File: src/periph_pkg.sv
// Shared bus, register map and struct types; full-word accesses only, NUM_SRC up to 32
package periph_pkg;

    // ----------------------------------------
    // Widths
    // ----------------------------------------
    localparam int ADDR_W = 12;
    localparam int DATA_W = 32;
    localparam int ID_W   = 8;
    localparam int PRIO_W = 3;

    typedef logic [PRIO_W-1:0] prio_t;
    typedef logic [ID_W-1:0]   src_id_t;

    // ----------------------------------------
    // Register map, byte offsets
    // ----------------------------------------
    // Priority words start at 0x000, word n belongs to source n
    localparam logic [ADDR_W-1:0] PRIO_OFF     = 12'h000;
    localparam logic [ADDR_W-1:0] PEND_OFF     = 12'h100;
    localparam logic [ADDR_W-1:0] ENA_OFF      = 12'h104;
    localparam logic [ADDR_W-1:0] THR_OFF      = 12'h108;
    localparam logic [ADDR_W-1:0] CLAIM_OFF    = 12'h10C;
    localparam logic [ADDR_W-1:0] TMR_CTRL_OFF = 12'h200;
    localparam logic [ADDR_W-1:0] TMR_CNT_OFF  = 12'h204;
    localparam logic [ADDR_W-1:0] TMR_CMP_OFF  = 12'h208;

    // AXI response codes
    localparam logic [1:0] RESP_OKAY   = 2'b00;
    localparam logic [1:0] RESP_SLVERR = 2'b10;

    typedef enum logic [1:0] {
        TGT_PLIC,
        TGT_TIMER,
        TGT_NONE
    } target_e;

    typedef enum logic [1:0] {
        AXIL_IDLE,
        AXIL_WRESP,
        AXIL_RRESP
    } axil_state_e;

    // ----------------------------------------
    // Structs
    // ----------------------------------------
    typedef struct packed {
        logic [ADDR_W-1:0]   aw_addr;
        logic                aw_valid;
        logic [DATA_W-1:0]   w_data;
        logic [DATA_W/8-1:0] w_strb;
        logic                w_valid;
        logic                b_ready;
        logic [ADDR_W-1:0]   ar_addr;
        logic                ar_valid;
        logic                r_ready;
    } axil_req_t;

    typedef struct packed {
        logic              aw_ready;
        logic              w_ready;
        logic              ar_ready;
        logic              b_valid;
        logic [1:0]        b_resp;
        logic              r_valid;
        logic [DATA_W-1:0] r_data;
        logic [1:0]        r_resp;
    } axil_rsp_t;

    // Offset is a word index, the two low address bits are dropped
    typedef struct packed {
        logic              valid;
        logic              write;
        target_e           target;
        logic [ADDR_W-3:0] offset;
        logic [DATA_W-1:0] wdata;
    } reg_req_t;

    typedef struct packed {
        logic [DATA_W-1:0] rdata;
        logic              err;
    } reg_rsp_t;

    typedef struct packed {
        logic    claim;
        logic    complete;
        src_id_t id;
    } irq_ack_t;

endpackage

File: src/axil_slave_port.sv
// One transaction at a time; AW and W must arrive together, strobes are ignored
`timescale 1ns/1ps

module axil_slave_port
    import periph_pkg::*;
(
    input  logic      clk_i,
    input  logic      rst_n_i,
    input  axil_req_t axil_req_i,
    output axil_rsp_t axil_rsp_o,
    output reg_req_t  reg_req_o,
    input  reg_rsp_t  tmr_rsp_i,
    input  reg_rsp_t  plic_rsp_i
);

    axil_state_e       state_q;
    logic [DATA_W-1:0] rdata_q;
    logic [1:0]        resp_q;
    logic              wr_acc;
    logic              rd_acc;
    logic [ADDR_W-1:0] acc_addr;
    target_e           tgt;
    reg_rsp_t          sel_rsp;

    // ----------------------------------------
    // Accept and decode
    // ----------------------------------------
    // Write wins over a read offered in the same cycle
    assign wr_acc   = (state_q == AXIL_IDLE) && axil_req_i.aw_valid && axil_req_i.w_valid;
    assign rd_acc   = (state_q == AXIL_IDLE) && axil_req_i.ar_valid && !wr_acc;
    assign acc_addr = wr_acc ? axil_req_i.aw_addr : axil_req_i.ar_addr;

    // PLIC owns 0x000-0x1FF, timer 0x200-0x2FF
    always_comb begin
        case (acc_addr[ADDR_W-1:8])
            4'h0, 4'h1: tgt = TGT_PLIC;
            4'h2:       tgt = TGT_TIMER;
            default:    tgt = TGT_NONE;
        endcase
    end

    assign reg_req_o.valid  = wr_acc || rd_acc;
    assign reg_req_o.write  = wr_acc;
    assign reg_req_o.target = tgt;
    assign reg_req_o.offset = acc_addr[ADDR_W-1:2];
    assign reg_req_o.wdata  = axil_req_i.w_data;

    // Response select, unmapped gives error with zero data
    always_comb begin
        case (tgt)
            TGT_PLIC:  sel_rsp = plic_rsp_i;
            TGT_TIMER: sel_rsp = tmr_rsp_i;
            default: begin
                sel_rsp.rdata = '0;
                sel_rsp.err   = 1'b1;
            end
        endcase
    end

    // ----------------------------------------
    // Response FSM
    // ----------------------------------------
    always_ff @(posedge clk_i) begin
        if (!rst_n_i) begin
            state_q <= AXIL_IDLE;
            rdata_q <= '0;
            resp_q  <= RESP_OKAY;
        end else begin
            case (state_q)
                AXIL_IDLE: begin
                    if (wr_acc) begin
                        state_q <= AXIL_WRESP;
                        resp_q  <= sel_rsp.err ? RESP_SLVERR : RESP_OKAY;
                    end else if (rd_acc) begin
                        state_q <= AXIL_RRESP;
                        rdata_q <= sel_rsp.rdata;
                        resp_q  <= sel_rsp.err ? RESP_SLVERR : RESP_OKAY;
                    end
                end
                AXIL_WRESP: begin
                    if (axil_req_i.b_ready) begin
                        state_q <= AXIL_IDLE;
                    end
                end
                AXIL_RRESP: begin
                    if (axil_req_i.r_ready) begin
                        state_q <= AXIL_IDLE;
                    end
                end
                default: state_q <= AXIL_IDLE;
            endcase
        end
    end

    // Readies only in idle, so nothing is taken while a response waits
    assign axil_rsp_o.aw_ready = wr_acc;
    assign axil_rsp_o.w_ready  = wr_acc;
    assign axil_rsp_o.ar_ready = rd_acc;
    assign axil_rsp_o.b_valid  = (state_q == AXIL_WRESP);
    assign axil_rsp_o.b_resp   = resp_q;
    assign axil_rsp_o.r_valid  = (state_q == AXIL_RRESP);
    assign axil_rsp_o.r_data   = rdata_q;
    assign axil_rsp_o.r_resp   = resp_q;

endmodule

File: src/periph_timer.sv
// 32-bit up counter with compare; level interrupt, count wraps silently at 2^32
`timescale 1ns/1ps

module periph_timer
    import periph_pkg::*;
(
    input  logic     clk_i,
    input  logic     rst_n_i,
    input  reg_req_t reg_req_i,
    output reg_rsp_t reg_rsp_o,
    output logic     tmr_irq_o
);

    logic              en_q;
    logic              en_d;
    logic [DATA_W-1:0] cnt_q;
    logic [DATA_W-1:0] cnt_d;
    logic [DATA_W-1:0] cmp_q;
    logic [DATA_W-1:0] cmp_d;
    logic              tmr_irq_q;
    logic              wr;
    logic [ADDR_W-1:0] boff;

    assign wr   = reg_req_i.valid && reg_req_i.write && (reg_req_i.target == TGT_TIMER);
    assign boff = {reg_req_i.offset, 2'b00};

    // Next state, a software write overrides the count step
    always_comb begin
        en_d  = en_q;
        cmp_d = cmp_q;
        cnt_d = en_q ? cnt_q + 1'b1 : cnt_q;
        if (wr) begin
            case (boff)
                TMR_CTRL_OFF: en_d  = reg_req_i.wdata[0];
                TMR_CNT_OFF:  cnt_d = reg_req_i.wdata;
                TMR_CMP_OFF:  cmp_d = reg_req_i.wdata;
                default: ;
            endcase
        end
    end

    // Level follows the new register values
    always_ff @(posedge clk_i) begin
        if (!rst_n_i) begin
            en_q      <= 1'b0;
            cnt_q     <= '0;
            cmp_q     <= '0;
            tmr_irq_q <= 1'b0;
        end else begin
            en_q      <= en_d;
            cnt_q     <= cnt_d;
            cmp_q     <= cmp_d;
            tmr_irq_q <= en_d && (cnt_d >= cmp_d);
        end
    end

    always_comb begin
        reg_rsp_o.rdata = '0;
        reg_rsp_o.err   = 1'b0;
        case (boff)
            TMR_CTRL_OFF: reg_rsp_o.rdata = {{(DATA_W-1){1'b0}}, en_q};
            TMR_CNT_OFF:  reg_rsp_o.rdata = cnt_q;
            TMR_CMP_OFF:  reg_rsp_o.rdata = cmp_q;
            default:      reg_rsp_o.err   = 1'b1;
        endcase
    end

    assign tmr_irq_o = tmr_irq_q;

endmodule

File: src/irq_gateway.sv
// Level-sensitive sources only; a held source re-pends only after its complete
`timescale 1ns/1ps

module irq_gateway
    import periph_pkg::*;
#(
    parameter int NUM_SRC = 8
) (
    input  logic               clk_i,
    input  logic               rst_n_i,
    input  logic [NUM_SRC-1:0] src_i,
    input  irq_ack_t           ack_i,
    output logic [NUM_SRC-1:0] pending_o
);

    logic [NUM_SRC-1:0] pend_q;
    logic [NUM_SRC-1:0] infl_q;
    logic [NUM_SRC-1:0] claim_hit;
    logic [NUM_SRC-1:0] done_hit;

    // One-hot decode of the acknowledged id
    always_comb begin
        for (int i = 0; i < NUM_SRC; i++) begin
            claim_hit[i] = ack_i.claim && (ack_i.id == src_id_t'(i));
            done_hit[i]  = ack_i.complete && (ack_i.id == src_id_t'(i));
        end
    end

    // ----------------------------------------
    // Pending and in-flight state
    // ----------------------------------------
    always_ff @(posedge clk_i) begin
        if (!rst_n_i) begin
            pend_q <= '0;
            infl_q <= '0;
        end else begin
            // Claim beats a new level in the same cycle
            pend_q <= (pend_q | (src_i & ~infl_q)) & ~claim_hit;
            infl_q <= (infl_q | claim_hit) & ~done_hit;
        end
    end

    assign pending_o = pend_q;

endmodule

File: src/irq_arbiter.sv
// Single target; ties go to the lowest id and priority 0 never wins
`timescale 1ns/1ps

module irq_arbiter
    import periph_pkg::*;
#(
    parameter int NUM_SRC = 8
) (
    input  logic                clk_i,
    input  logic                rst_n_i,
    input  logic [NUM_SRC-1:0]  pending_i,
    input  logic [NUM_SRC-1:0]  enable_i,
    input  prio_t [NUM_SRC-1:0] prio_i,
    input  prio_t               threshold_i,
    output src_id_t             best_id_o,
    output logic                irq_o
);

    src_id_t best_id_d;
    prio_t   best_prio;
    src_id_t best_id_q;
    logic    irq_q;

    // Linear scan, strict compare keeps the lower id on a tie
    always_comb begin
        best_id_d = '0;
        best_prio = '0;
        for (int i = 1; i < NUM_SRC; i++) begin
            if (pending_i[i] && enable_i[i] && (prio_i[i] > best_prio)) begin
                best_id_d = src_id_t'(i);
                best_prio = prio_i[i];
            end
        end
    end

    // ----------------------------------------
    // Output stage
    // ----------------------------------------
    always_ff @(posedge clk_i) begin
        if (!rst_n_i) begin
            best_id_q <= '0;
            irq_q     <= 1'b0;
        end else begin
            best_id_q <= best_id_d;
            // No candidate leaves best_prio at 0, which never exceeds a threshold
            irq_q     <= (best_prio > threshold_i);
        end
    end

    assign best_id_o = best_id_q;
    assign irq_o     = irq_q;

endmodule

File: src/plic_regs.sv
// Priority word 0 is fixed at 0; pending is read-only and writes to it are dropped
`timescale 1ns/1ps

module plic_regs
    import periph_pkg::*;
#(
    parameter int NUM_SRC = 8
) (
    input  logic                clk_i,
    input  logic                rst_n_i,
    input  reg_req_t            reg_req_i,
    output reg_rsp_t            reg_rsp_o,
    input  logic [NUM_SRC-1:0]  pending_i,
    input  src_id_t             best_id_i,
    output prio_t [NUM_SRC-1:0] prio_o,
    output logic [NUM_SRC-1:0]  enable_o,
    output prio_t               threshold_o,
    output irq_ack_t            ack_o
);

    prio_t [NUM_SRC-1:0] prio_q;
    logic [NUM_SRC-1:0]  ena_q;
    prio_t               thr_q;
    logic                hit;
    logic                wr;
    logic [ADDR_W-1:0]   boff;
    logic [NUM_SRC-1:0]  prio_sel;
    logic                claim_sel;

    assign hit       = reg_req_i.valid && (reg_req_i.target == TGT_PLIC);
    assign wr        = hit && reg_req_i.write;
    assign boff      = {reg_req_i.offset, 2'b00};
    assign claim_sel = (boff == CLAIM_OFF);

    // Word index selects one priority register
    always_comb begin
        for (int i = 0; i < NUM_SRC; i++) begin
            prio_sel[i] = (boff - PRIO_OFF) == ADDR_W'(4 * i);
        end
    end

    // ----------------------------------------
    // Register writes
    // ----------------------------------------
    always_ff @(posedge clk_i) begin
        if (!rst_n_i) begin
            prio_q <= '0;
            ena_q  <= '0;
            thr_q  <= '0;
        end else if (wr) begin
            for (int i = 1; i < NUM_SRC; i++) begin
                if (prio_sel[i]) begin
                    prio_q[i] <= reg_req_i.wdata[PRIO_W-1:0];
                end
            end
            if (boff == ENA_OFF) begin
                ena_q <= reg_req_i.wdata[NUM_SRC-1:0];
            end
            if (boff == THR_OFF) begin
                thr_q <= reg_req_i.wdata[PRIO_W-1:0];
            end
        end
    end

    // ----------------------------------------
    // Read mux
    // ----------------------------------------
    always_comb begin
        reg_rsp_o.rdata = '0;
        reg_rsp_o.err   = 1'b0;
        if (|prio_sel) begin
            for (int i = 0; i < NUM_SRC; i++) begin
                if (prio_sel[i]) begin
                    reg_rsp_o.rdata = DATA_W'(prio_q[i]);
                end
            end
        end else begin
            case (boff)
                PEND_OFF:  reg_rsp_o.rdata = DATA_W'(pending_i);
                ENA_OFF:   reg_rsp_o.rdata = DATA_W'(ena_q);
                THR_OFF:   reg_rsp_o.rdata = DATA_W'(thr_q);
                CLAIM_OFF: reg_rsp_o.rdata = DATA_W'(best_id_i);
                default:   reg_rsp_o.err   = 1'b1;
            endcase
        end
    end

    // Claim on read of a real id, complete on any write
    assign ack_o.claim    = hit && !reg_req_i.write && claim_sel && (best_id_i != '0);
    assign ack_o.complete = wr && claim_sel;
    assign ack_o.id       = reg_req_i.write ? reg_req_i.wdata[ID_W-1:0] : best_id_i;

    assign prio_o      = prio_q;
    assign enable_o    = ena_q;
    assign threshold_o = thr_q;

endmodule

File: src/periph_top.sv
// Source 0 unused, source 1 is the timer, irq_src_i feeds sources 2 and up; NUM_SRC 3 to 32
`timescale 1ns/1ps

module periph_top
    import periph_pkg::*;
#(
    parameter int NUM_SRC = 8
) (
    input  logic               clk_i,
    input  logic               rst_n_i,
    input  axil_req_t          axil_req_i,
    output axil_rsp_t          axil_rsp_o,
    input  logic [NUM_SRC-3:0] irq_src_i,
    output logic               irq_o
);

    reg_req_t            reg_req;
    reg_rsp_t            tmr_rsp;
    reg_rsp_t            plic_rsp;
    logic                tmr_irq;
    logic [NUM_SRC-1:0]  src_lvl;
    logic [NUM_SRC-1:0]  pending;
    logic [NUM_SRC-1:0]  enable;
    prio_t [NUM_SRC-1:0] prio;
    prio_t               threshold;
    src_id_t             best_id;
    irq_ack_t            ack;

    // Source map
    assign src_lvl = {irq_src_i, tmr_irq, 1'b0};

    // ----------------------------------------
    // Bus side
    // ----------------------------------------
    axil_slave_port i_axil_slave_port (
        .clk_i      ( clk_i      ),
        .rst_n_i    ( rst_n_i    ),
        .axil_req_i ( axil_req_i ),
        .axil_rsp_o ( axil_rsp_o ),
        .reg_req_o  ( reg_req    ),
        .tmr_rsp_i  ( tmr_rsp    ),
        .plic_rsp_i ( plic_rsp   )
    );

    periph_timer i_timer (
        .clk_i     ( clk_i   ),
        .rst_n_i   ( rst_n_i ),
        .reg_req_i ( reg_req ),
        .reg_rsp_o ( tmr_rsp ),
        .tmr_irq_o ( tmr_irq )
    );

    plic_regs #(
        .NUM_SRC ( NUM_SRC )
    ) i_plic_regs (
        .clk_i       ( clk_i     ),
        .rst_n_i     ( rst_n_i   ),
        .reg_req_i   ( reg_req   ),
        .reg_rsp_o   ( plic_rsp  ),
        .pending_i   ( pending   ),
        .best_id_i   ( best_id   ),
        .prio_o      ( prio      ),
        .enable_o    ( enable    ),
        .threshold_o ( threshold ),
        .ack_o       ( ack       )
    );

    // ----------------------------------------
    // Interrupt pipeline
    // ----------------------------------------
    irq_gateway #(
        .NUM_SRC ( NUM_SRC )
    ) i_irq_gateway (
        .clk_i     ( clk_i   ),
        .rst_n_i   ( rst_n_i ),
        .src_i     ( src_lvl ),
        .ack_i     ( ack     ),
        .pending_o ( pending )
    );

    irq_arbiter #(
        .NUM_SRC ( NUM_SRC )
    ) i_irq_arbiter (
        .clk_i       ( clk_i     ),
        .rst_n_i     ( rst_n_i   ),
        .pending_i   ( pending   ),
        .enable_i    ( enable    ),
        .prio_i      ( prio      ),
        .threshold_i ( threshold ),
        .best_id_o   ( best_id   ),
        .irq_o       ( irq_o     )
    );

endmodule

File: config.mk
export PLATFORM = sky130hd
export DESIGN_NAME = periph_top
export DESIGN_NICKNAME = d
export VERILOG_FILES = /design/src/periph_pkg.sv /design/src/axil_slave_port.sv /design/src/periph_timer.sv /design/src/irq_gateway.sv /design/src/irq_arbiter.sv /design/src/plic_regs.sv /design/src/periph_top.sv
export SDC_FILE = /design/constraint.sdc
export NUM_CORES = 1
export LEC_CHECK = 0
export BUFFER_PORTS_ARGS = -buffer_cell sky130_fd_sc_hd__buf_2
export CORE_MARGIN = 2
export CORE_UTILIZATION = 55
export DETAILED_ROUTE_END_ITERATION = 6
export PLACE_DENSITY = 0.87
export SLEW_MARGIN = 20
export SYNTH_ARGS = -nofsm -noshare
export SYNTH_HDL_FRONTEND = slang
export SYNTH_SLANG_ARGS = --single-unit
File: constraint.sdc
create_clock -name clk_i -period 19.6 [get_ports clk_i]
set_input_delay 3.92 -clock clk_i [delete_from_list [all_inputs] [get_ports clk_i]]
set_output_delay 3.92 -clock clk_i [all_outputs]
set_load 0.02 [all_outputs]
After elaboration in Yosys (flattened, before gate mapping). Cells that the tools add are included.

Flip-flop bits (word level): 159. Bits of input ports: 73. Output and inout bits: 42. Word-level logic and storage cells: 185.

Add/subtract/negate cells: 1. Magnitude comparators: 9. Equality and inequality tests: 29. Muxes and demuxes: 46. Bitwise operators: 10. Reduce and logical (&&, ||, !) cells: 69.

Operator list (count): 32-bit 2-to-1 mux (5); 32-bit one-hot mux with 3 select lines (1); 33-bit one-hot mux with 2 select lines (1); 3-bit 2-to-1 mux (18); 1-bit logical AND (43); 10-bit by 3-bit == test with 1-bit output (second input constant) (4); 10-bit by 7-bit == test with 1-bit output (second input constant) (4); 32-bit by 1-bit adder with 32-bit output (second input constant) (1); 8-bit by 3-bit == test with 1-bit output (second input constant) (4); 32-bit >= comparator (1); 8-bit one-hot mux with 4 select lines (1); 10-bit by 8-bit == test with 1-bit output (second input constant) (3); 8-bit AND (3); 8-bit inverter (3); 3-bit > comparator (7); 10-bit by 2-bit == test with 1-bit output (second input constant) (2); 2-bit AND reduction (10); 2-bit 2-to-1 mux (9); 8-bit by 2-bit == test with 1-bit output (second input constant) (2); 8-bit 2-to-1 mux (2); 8-bit OR (2); 12-bit zero test (1); 12-bit 2-to-1 mux (1); 10-bit by 1-bit == test with 1-bit output (second input constant) (1); other kinds (25) (35).

Longest topological paths before layout. Gate-level depths: netlist (run 1).

Depth after elaboration: 22. Mapped depth: 48. Mapped depth without buffers: 48.

Cells and area by module. From an unflattened synthesis (run 1), not the netlist that was laid out.

Cell total of the unflattened synthesis: 1172. Area, all modules: 10166.0 um^2.

By module, submodules not included: periph_timer (instances 1, cells an instance 467, area an instance 4147.7 um^2, sequential area each 1321.3 um^2); plic_regs (instances 1, cells an instance 251, area an instance 2097.0 um^2, sequential area each 640.6 um^2); axil_slave_port (instances 1, cells an instance 222, area an instance 1930.6 um^2, sequential area each 700.7 um^2); irq_arbiter (instances 1, cells an instance 163, area an instance 1281.2 um^2, sequential area each 80.1 um^2); irq_gateway (instances 1, cells an instance 68, area an instance 705.7 um^2, sequential area each 320.3 um^2); periph_top (instances 1, cells an instance 1, area an instance 3.8 um^2, sequential area each 0.0 um^2).

Least setup slack after synthesis (run 1). Ideal clock, no wire load.

Path kind: flip-flop to flip-flop. From: register i_irq_gateway.pend_q[1] (netlist: i_irq_gateway.pending_o[1]). To: register i_irq_arbiter.irq_q (netlist: i_irq_arbiter.irq_o). Library setup time: 135 ps. Arrival: 8647 ps. Required time: 19465 ps. Path slack: 10818 ps. Cell stages (with the launch flop): 47. Buffers on the path: 0. Clock period less this slack: 8782 ps. Cells stage by stage: dfxtp_1 -> and3_4 -> inv_1 -> ha_1 -> nand3_1 -> o2111ai_1 -> nor2_1 -> mux2_2 -> ha_1 -> nand2_1 -> a211oi_1 -> or3_1 -> nor2_4 -> a21oi_1 -> ha_1 -> nor2_1 -> maj3_1 -> a21oi_1 -> (+11 left out) -> ha_1 -> nor2b_1 -> o21ai_0 -> nand2b_1 -> and4_1 -> and2_1 -> a31oi_1 -> ha_1 -> nand3_1 -> nand3_1 -> a21oi_1 -> nor2_1 -> a22o_1 -> a31o_1 -> ha_1 -> a21o_1 -> a21oi_1 -> a311oi_1.

Word-level cells in the longest chain between the ends: 22.

RTL lines: start: declaration (line irq_gateway.sv:16) `logic [NUM_SRC-1:0] pend_q;`; start signal: assignment (line irq_gateway.sv:38) `pend_q <= (pend_q | (src_i & ~infl_q)) & ~claim_hit;`; 1-bit logical AND (*) (2 in series) (line irq_arbiter.sv:29) `if (pending_i[i] && enable_i[i] && (prio_i[i] > best_prio)) begin`; 3-bit 2-to-1 mux (*) (line irq_arbiter.sv:29); 3-bit > comparator (line irq_arbiter.sv:29); 1-bit logical AND (line irq_arbiter.sv:29); 3-bit 2-to-1 mux (*) (line irq_arbiter.sv:29); 3-bit > comparator (line irq_arbiter.sv:29); 1-bit logical AND (line irq_arbiter.sv:29); 3-bit 2-to-1 mux (*) (line irq_arbiter.sv:29); (+5 left out); 3-bit 2-to-1 mux (*) (line irq_arbiter.sv:29); 3-bit > comparator (line irq_arbiter.sv:29); 1-bit logical AND (line irq_arbiter.sv:29); 3-bit 2-to-1 mux (*) (line irq_arbiter.sv:29); 3-bit > comparator (line irq_arbiter.sv:29); 1-bit logical AND (line irq_arbiter.sv:29); 3-bit 2-to-1 mux (*) (line irq_arbiter.sv:29); 3-bit > comparator (*) (line irq_arbiter.sv:46) `irq_q <= (best_prio > threshold_i);`; end signal: assignment (line irq_arbiter.sv:46); end: declaration (line irq_arbiter.sv:22) `logic irq_q;`.

Every way passes the cells marked *; elsewhere a longest branch is shown, timed or not. A chain may end at the register's enable or synchronous reset.

Final worst setup path (run 1). Ends and elaborated chain as after synthesis.

==> impl_metrics.ini, run 1 <==
[critical_path]
r2r-start = i_irq_gateway.pending_o[1]
r2r_slack_ps = 9520
slowest_delay_ps = 440
crit_slowest_cell = a21oi_1
crit_end = i_irq_arbiter.irq_o
critPathKind = reg -> reg
r2r_end = i_irq_arbiter.irq_o
startpoint_type = flip-flop
crit_start = i_irq_gateway.pending_o[1]
crit_top_cell = ha_1
required_ps = 19870
reg2reg_depth = 47
worst_setup_path_end_kind = flip-flop
worst-path-max-fanout = 7
arrival_ps = 10340

[detailed_routing]
vias = 8119
dr.pass1.iters = 6
ant_nets = 0
drc = 0
routedWlPerCell_um = 17.6
wirelength_um = 23500
drt_iter0_markers = 740
vias_per_cell = 6.06

[global_route]
grt_pass1_wl_um = 38100
antenna_found_initial = 0
grt_usage_pct = 28.8
grt.overflow.total = 0
grt_pass1_vias = 7825
grt_max_degree = 74

[clock_network]
clkLatencyLatePin_ps = 430
cts_buffers = 17
h-tree-depth = 4
cts.repair.resized = 0
hold_buffers = 0
cts_tree = done
cts_setup_buffers = 0
cts.clk_slew.worst_paths_ps = 60
clock-root-buffer = clkbuf_16
clock-sinks = 152
cts_buffer_depth = 2

[power]
ir_worst_vdd_mv = 0.0638
p_clk_share_pct = 48.8
p_int_w = 0.000547
p_switching_w = 0.000166
p_sw_share_pct = 23.3
pwr_density_cell_nw_per_um2 = 72.4
p_leak_nw = 3.77
seq_power_share_pct = 44.4
pwr-share-comb_pct = 6.8

[synth]
postSynth.asyncResetShare_pct = 0
synth_common_cells = 152 x dfxtp_1, 121 x nor2_1, 101 x nand2_1
yosysMostFrequentCell = dfxtp_1
synth_seq_cells = 152
yosysTopAreaCell = dfxtp_1
ys_types = 80
syn_avg_cell_area_um2 = 8.29
ys.warnings.count = 0
synth-main-ff-cell = dfxtp_1
synth_area_leaders = dfxtp_1 35%, ha_1 7.1%, mux2i_1 5.4%
synth-edff-count = 0
syn-cell-area_um2 = 8640
synthesis.instances = 1043
yosysSeqAreaShare_pct = 35.2
synth_top_area_share_pct = 35.2

[finish]
num-fill-cells = 1230
nNetsFinal = 1236
synthToLayoutAreaGrowth_pct = 13.9
drive_gt1_share_pct = 15.9

[timing]
slew_violations = 0
fin_skew_ps = 7.93
fmax_ghz = 0.0993
setup_tns_ps = 0
hold_violations = 0
relSlewSlack_pct = 29.6
fin_crit_ps = 10080
rsz0062_at_grt = no
period_share_pct = 51.4
whs_ps = 458
setup_viol = 0
tightest_slew_ps = 1040

[floorplan]
fp.dieW_um = 129
die_area_um2 = 16700
rows = 45
io_pins = 115
die-height_um = 129
coreArea_um2 = 15300
start_util_pct = 56.6

[placed_design]
post-dp-hpwl_um = 16100
globalplace.congestion = 0.905
numPortBuffers = 104

[worst_hold_path]
hold_path.class = reg -> reg

[outcome]
status = complete, no violations

[run]
maxCapViolations = 0
==> worst min path at each step <==
| stage | start | end | slack (ps) | depth (start not counted) |
|---|---|---|---|---|
| 3_5_place_dp | i_plic_regs.enable_o[0] | i_plic_regs.enable_o[0] | 450 | 2 |
| 5_1_grt | i_plic_regs.enable_o[0] | i_plic_regs.enable_o[0] | 490 | 2 |
| 4_1_cts | i_plic_regs.enable_o[0] | i_plic_regs.enable_o[0] | 460 | 2 |
| 6_report | i_plic_regs.enable_o[0] | i_plic_regs.enable_o[0] | 460 | 2 |
| 2_1_floorplan | i_irq_gateway.pending_o[0] | i_irq_gateway.pending_o[0] | 430 | 1 |
| 3_3_place_gp | i_plic_regs.enable_o[0] | i_plic_regs.enable_o[0] | 450 | 2 |
==> cells by family after synthesis <==
| family | count (synthesis) | share of synthesized area (%) |
|---|---|---|
| compound gates | 249 | 19.6 |
| simple gates | 416 | 23.7 |
| xor+xnor | 33 | 3.43 |
| buf+inv | 88 | 4.46 |
| flops | 152 | 35.2 |
| other cells | 1 | 0.0434 |
| fa+ha+maj | 52 | 7.44 |
| mux | 52 | 6.10 |
==> layout by cell type, fill, tap and decap left out, types with 5 or more instances in the layout <==
cell type / synthesis / routed
a21o_1: 15 / 15
a21oi_1: 71 / 71
a221oi_1: 18 / 18
a22oi_1: 27 / 27
a31oi_1: 8 / 8
and2_1: 41 / 41
and3_1: 13 / 11
buf_2: 11 / 104
clkbuf_16: 0 / 17
clkbuf_8: 0 / 5
dfxtp_1: 152 / 152
ha_1: 49 / 49
inv_1: 29 / 28
mux2_2: 5 / 5
mux2i_1: 47 / 47
nand2_1: 101 / 101
nand2b_1: 6 / 6
nand3_1: 46 / 46
nand4_1: 11 / 11
nor2_1: 121 / 121
nor2b_1: 13 / 11
nor3_1: 30 / 30
o21ai_0: 49 / 49
o21ai_1: 6 / 6
o221a_2: 10 / 10
or3_1: 7 / 7
xnor2_1: 11 / 11
xor2_1: 21 / 21
==> worst max-delay path, delay by kind of cell (launching register included) <==
kind            cells  cell delay (ps)
compound gates     14             2320
fa+ha+maj           8             2060
buf+inv             1               50
flops               1              430
mux                 2              720
simple gates       22             4310
==> stage by stage <==
step / total power, W / instance area [um^2] / cells / worst slack [ps] / util [%]
final: 0.000713 / 9850 / 1339 / 9520 / 64.5
after global routing: 0.000733 / 9840 / 1338 / 9000 / 64.5
after CTS: 0.000714 / 9840 / 1338 / 9640 / 64.5
after detailed placement: 0.000370 / 9210 / 1306 / 9730 / 60.4
after global placement: 0.000369 / 9210 / 1306 / 9860 / 60.4
after floorplan: 0.000350 / 8650 / 1044 / 10820 / -
==> per-layer routing <==
metal,wire length (um),global-route usage (%),up-vias
met4,860,13.1,0
li1,-,-,3891
met2,10800,47.9,369
met3,2000,6.28,61
met5,0,0,-
met1,9820,35.7,3798
==> state kept, by name, indices dropped and copies added, names as in the netlist <==
signal,flops
i_axil_slave_port.state_q,2
i_irq_arbiter.best_id_o,3
i_plic_regs.threshold_o,3
i_axil_slave_port.resp_q,1
i_irq_gateway.infl_q,7
i_irq_gateway.pending_o,8
i_timer.cnt_q,32
i_timer.en_q,1
i_timer.tmr_irq_o,1
i_irq_arbiter.irq_o,1
i_axil_slave_port.rdata_q,32
i_timer.cmp_q,32
i_plic_regs.prio_o,21
i_plic_regs.enable_o,8
==> area by class of cell <==
type	count	area, um^2	area share [%]
inverter	31	118	1.19
clock inverter	9	136	1.39
multi-input combinational	804	5240	53.2
clock buffer	23	498	5.06
timing repair buffer	108	551	5.59
tap	211	264	2.68
antenna	1	2.50	0.0254
sequential	152	3040	30.9
==> power groups by stage <==
stage / Sequential [W] / Clock (W) / Combinational (W)
after global placement: 0.000323 / 0 / 0.0000464
after CTS: 0.000316 / 0.000350 / 0.0000476
after detailed placement: 0.000323 / 0 / 0.0000473
final: 0.000316 / 0.000348 / 0.0000484
after floorplan: 0.000326 / 0 / 0.0000246
after global routing: 0.000317 / 0.000364 / 0.0000523
(Power assumes the default switching activity.)
==> run 2, diff against run 1 <==
- clock period: 19.6 -> 10.4 ns (I/O delays scaled with it)
==> run 2 against run 1 <==
Against the previous run: core utilization hardly changed; critical path depth stayed put; clock-buffer cell count is 5 lower; setup slack worse by 8900 ps; critical endpoint unchanged; via count is 0.44% higher.
==> impl_metrics.ini, run 2 (synthesis results as in run 1) <==
[timing]
rsz0062_at_grt = no
setup_viol = 0
tightest_slew_ps = 1060
slew_violations = 0
hold_violations = 0
relSlewSlack_pct = 29.1
fin_crit_ps = 9740
period_share_pct = 93.6
fmax_ghz = 0.103
fin_skew_ps = 7.23
setup_tns_ps = 0

[critical_path]
crit_top_cell = ha_1
arrival_ps = 10030
critPathKind = reg -> reg
worst_setup_path_end_kind = flip-flop
slowest_delay_ps = 440
required_ps = 10690
crit_slowest_cell = dfxtp_1
startpoint_type = flip-flop
worst-path-max-fanout = 7

[worst_hold_path]
hold_path.class = reg -> reg

[finish]
top_regs = i_axil_slave_port.rdata_q: 32 flops, i_timer.cmp_q: 32 flops, i_timer.cnt_q: 32 flops
drive_gt1_share_pct = 16.2
design_area_um2 = 9840
num-fill-cells = 1252
synthToLayoutAreaGrowth_pct = 13.9
final_core_util_pct = 64.5
ff_latch_area_um2 = 3040
final_cell_mix = 152 x dfxtp_1, 121 x nor2_1, 104 x buf_2, 101 x nand2_1, 70 x a21oi_1
multi_input_area_um2 = 5240
nNetsFinal = 1238
final_common_cell = dfxtp_1

[clock_network]
clock-root-buffer = clkbuf_16
clkLatencyLatePin_ps = 430
cts_setup_buffers = 0
h-tree-depth = 4
cts_buffer_depth = 2
cts_tree = done
cts.repair.resized = 0
cts_buffers = 17
cts.clk_slew.worst_paths_ps = 60
hold_buffers = 0
clock-sinks = 152

[detailed_routing]
drc = 0
wirelength_um = 23700
vias = 8155
ant_nets = 0
vias_per_cell = 6.08
drt_iter0_markers = 872
dr.pass1.iters = 5
routedWlPerCell_um = 17.7

[placed_design]
post-dp-hpwl_um = 16400
globalplace.congestion = 0.906
numPortBuffers = 104
placedInstanceArea_um2 = 9230

[power]
pwr_density_cell_nw_per_um2 = 135
ir_worst_vdd_mv = 0.120
p_leak_nw = 3.78

[floorplan]
io_pins = 115
rows = 45
start_util_pct = 56.6
die_area_um2 = 16700
fp.dieW_um = 129
coreArea_um2 = 15300
die-height_um = 129

[global_route]
grt_pass1_wl_um = 38200
grt.overflow.total = 0
grt_max_degree = 63
grt_pass1_vias = 7934
antenna_found_initial = 1
grt_usage_pct = 28.8

[run]
maxCapViolations = 0

[outcome]
status = complete, no violations
run 2: critical path, delay by kind of cell, from the launching register on:
| family | cells | cell delay (ps) |
|---|---|---|
| AOI/OAI and AO/OA | 14 | 2130 |
| adders and majority gates | 8 | 2070 |
| buffers and inverters | 1 | 50 |
| DFF | 1 | 440 |
| muxes | 2 | 710 |
| and+or+nand+nor | 22 | 4170 |
run 2: where the power goes:
| group | leakage, nW | internal [W] | total (W) | switching, W |
|---|---|---|---|---|
| clock network | 0.299 | 0.000386 | 0.000644 | 0.000258 |
| logic | 2.25 | 0.0000296 | 0.0000904 | 0.0000608 |
| registers | 1.23 | 0.000590 | 0.000596 | 0.00000606 |
| total | 3.78 | 0.00101 | 0.00133 | 0.000325 |
run 2: path summary, 6_finish.rpt:
kind,from,end,slack (ps),cells past startpoint
worst max-delay path,i_irq_gateway.pending_o[1],i_irq_arbiter.irq_o,660,47
worst min-delay path,i_plic_regs.enable_o[4],i_plic_regs.enable_o[4],470,2
worst max register to register,i_irq_gateway.pending_o[1],i_irq_arbiter.irq_o,660,47
worst min register to register,i_plic_regs.enable_o[4],i_plic_regs.enable_o[4],470,2
run 2: cell type report:
cell class | instances | area share, %
Antenna cell | 1 | 0.0254
Clock buffer | 18 | 4.46
Clock inverter | 14 | 1.74
Inverter | 31 | 1.20
Multi-Input combinational cell | 804 | 53.2
Sequential cell | 152 | 30.9
Tap cell | 211 | 2.68
Timing Repair Buffer | 110 | 5.75
run 2: through the flow:
step           instances  hold slack (ps)  setup slack [ps]  total power [W]
5_1_grt             1341              476               140          0.00136
4_1_cts             1340              460               627          0.00133
3_3_place_gp        1308              444               895         0.000696
3_5_place_dp        1308              446               736         0.000698
6_report            1341              466               661          0.00133
2_1_floorplan       1044              431              1620         0.000660
run 2: per-layer routing:
metal | share of wire, % | GRT usage [%]
met5 | 0 | 0
met4 | 4.2 | 15.1
met3 | 8.0 | 6.56
met2 | 46 | 46.0
met1 | 42 | 36.4
==> run 3, diff against run 2 <==
- CORE_MARGIN: 2 -> 5
==> run 3 against run 2 <==
Against the previous run: register-to-register slack lost 120 ps; die area grew 9.5%; clock power grew 5.4%; clock skew grew 0.87 ps; cell count is essentially flat; global-route usage shrank 1.8 points; critical path type unchanged; cell area grew 0.27%; routed wire length grew 5.1%; via count grew 2.2%; clock-buffer cell count shrank 1.
==> impl_metrics.ini, run 3 (synthesis results as in run 1) <==
[outcome]
status = complete, no violations

[finish]
nNetsFinal = 1238
synthToLayoutAreaGrowth_pct = 14.2
instances_no_fill = 1340
ff_latch_area_um2 = 3040
top_regs = i_axil_slave_port.rdata_q: 32 flops, i_timer.cmp_q: 32 flops, i_timer.cnt_q: 32 flops
drive_gt1_share_pct = 16.3
final_cell_mix = 152 x dfxtp_1, 120 x nor2_1, 104 x buf_2, 101 x nand2_1, 70 x a21oi_1
final_common_cell = dfxtp_1
n_antenna_cell = 0
num-fill-cells = 1266
multi_input_area_um2 = 5240

[clock_network]
cts.clk_slew.worst_paths_ps = 70
hold_buffers = 0
h-tree-depth = 4
clock-root-buffer = clkbuf_16
clock-sinks = 152
cts_setup_buffers = 0
cts_buffer_depth = 2
clkLatencyLatePin_ps = 430
cts_buffers = 17
cts_tree = done

[worst_hold_path]
hold_depth = 2
hold_path.class = reg -> reg

[power]
ir_worst_vdd_mv = 0.124
pwr_density_cell_nw_per_um2 = 138
p_int_w = 0.00103
seq_power_share_pct = 43.6
p_total_w = 0.00137
pwr-share-comb_pct = 6.7
p_sw_share_pct = 24.8
p_switching_w = 0.000339
p_leak_nw = 3.79
p_clk_share_pct = 49.7

[critical_path]
r2r-start = i_irq_gateway.pending_o[1]
startpoint_type = flip-flop
arrival_ps = 10130
r2r_slack_ps = 540
critPathKind = reg -> reg
worst_setup_path_end_kind = flip-flop
crit_slowest_cell = dfxtp_1
reg2reg_depth = 47
crit_end = i_irq_arbiter.irq_o
slowest_delay_ps = 450
crit_start = i_irq_gateway.pending_o[1]
required_ps = 10680
worst-path-max-fanout = 7
crit_top_cell = ha_1
r2r_end = i_irq_arbiter.irq_o

[timing]
setup_tns_ps = 0
fin_ws_ps = 544
rsz0062_at_grt = no
fin_skew_ps = 8.09
whs_ps = 460
relSlewSlack_pct = 29.9
tightest_slew_ps = 1050
fmax_ghz = 0.101
setup_viol = 0
period_share_pct = 94.8
fin_crit_ps = 9860
hold_violations = 0
slew_violations = 0

[detailed_routing]
routedWlPerCell_um = 18.6
wirelength_um = 24900
vias_per_cell = 6.22
dr.pass1.iters = 6
ant_nets = 0
vias = 8336
drt_iter0_markers = 863
drc = 0

[run]
maxCapViolations = 0

[global_route]
grt_pass1_wl_um = 40000
grt.overflow.total = 0
grt_pass1_vias = 7944
grt_usage_pct = 27.0
antenna_found_initial = 0
grt_max_degree = 72

[floorplan]
fp.dieW_um = 135
io_pins = 115
rows = 45
coreArea_um2 = 15300
die-height_um = 135
start_util_pct = 56.4
die_area_um2 = 18300

[placed_design]
numPortBuffers = 104
globalplace.congestion = 0.906
post-dp-hpwl_um = 16800
placed_cells = 1308
place_ws_ps = 635
[run 3: per-stage QoR]
stage / util, % / area, um^2
4_1_cts: 64.4 / 9860
3_3_place_gp: 60.2 / 9220
2_1_floorplan: - / 8650
3_5_place_dp: 60.2 / 9220
5_1_grt: 64.4 / 9870
6_report: 64.4 / 9870
[run 3: worst max-delay path, delay by kind of cell (launching register included)]
kind | cells | cell delay (ps)
AO/OA/AOI/OAI | 15 | 2420
adder cells (fa/ha/maj) | 8 | 2110
buffers and inverters | 1 | 50
flip-flops | 1 | 450
multiplexers | 2 | 690
AND/OR/NAND/NOR | 21 | 3980
[run 3: worst min path at each step]
stage,end,from,slack (ps)
floorplan,i_irq_gateway.pending_o[0],i_irq_gateway.pending_o[0],430
global placement,i_axil_slave_port.rdata_q[2],i_axil_slave_port.rdata_q[2],440
detailed placement,i_axil_slave_port.rdata_q[2],i_axil_slave_port.rdata_q[2],450
CTS,i_axil_slave_port.rdata_q[2],i_axil_slave_port.rdata_q[2],460
global route,i_plic_regs.enable_o[0],i_plic_regs.enable_o[0],490
finish,i_axil_slave_port.rdata_q[2],i_axil_slave_port.rdata_q[2],460
[run 3: area by class of cell]
cell class | instances | area share [%]
multi-input combinational | 804 | 53.1
sequential | 152 | 30.8
timing repair buffer | 110 | 5.73
clock buffer | 17 | 4.31
tap | 211 | 2.68
clock inverter | 15 | 2.19
inverter | 31 | 1.19
[run 3: timing repair]
| item | CTS | global route |
|---|---|---|
| setup endpoints to repair | 0 | 1 |
| gates resized for setup | 0 | 2 |
| endpoints found under the hold margin | 0 | 0 |
[run 3: routing by layer]
metal / vias up / wire length [um] / share of wire (%) / GRT usage, %
met5: - / 0 / 0 / 0
met4: 0 / 1130 / 4.5 / 11.4
met3: 89 / 2400 / 9.6 / 6.54
met2: 462 / 11400 / 46 / 44.4
met1: 3885 / 9970 / 40 / 33.9
li1: 3900 / - / - / -
[run 3: power groups by stage]
stage	registers [W]	clock network, W	logic, W
floorplan	0.000614	0	0.0000464
global placement	0.000608	0	0.0000879
detailed placement	0.000609	0	0.0000892
CTS	0.000596	0.000682	0.0000897
global route	0.000596	0.000707	0.0000977
finish	0.000596	0.000679	0.0000916
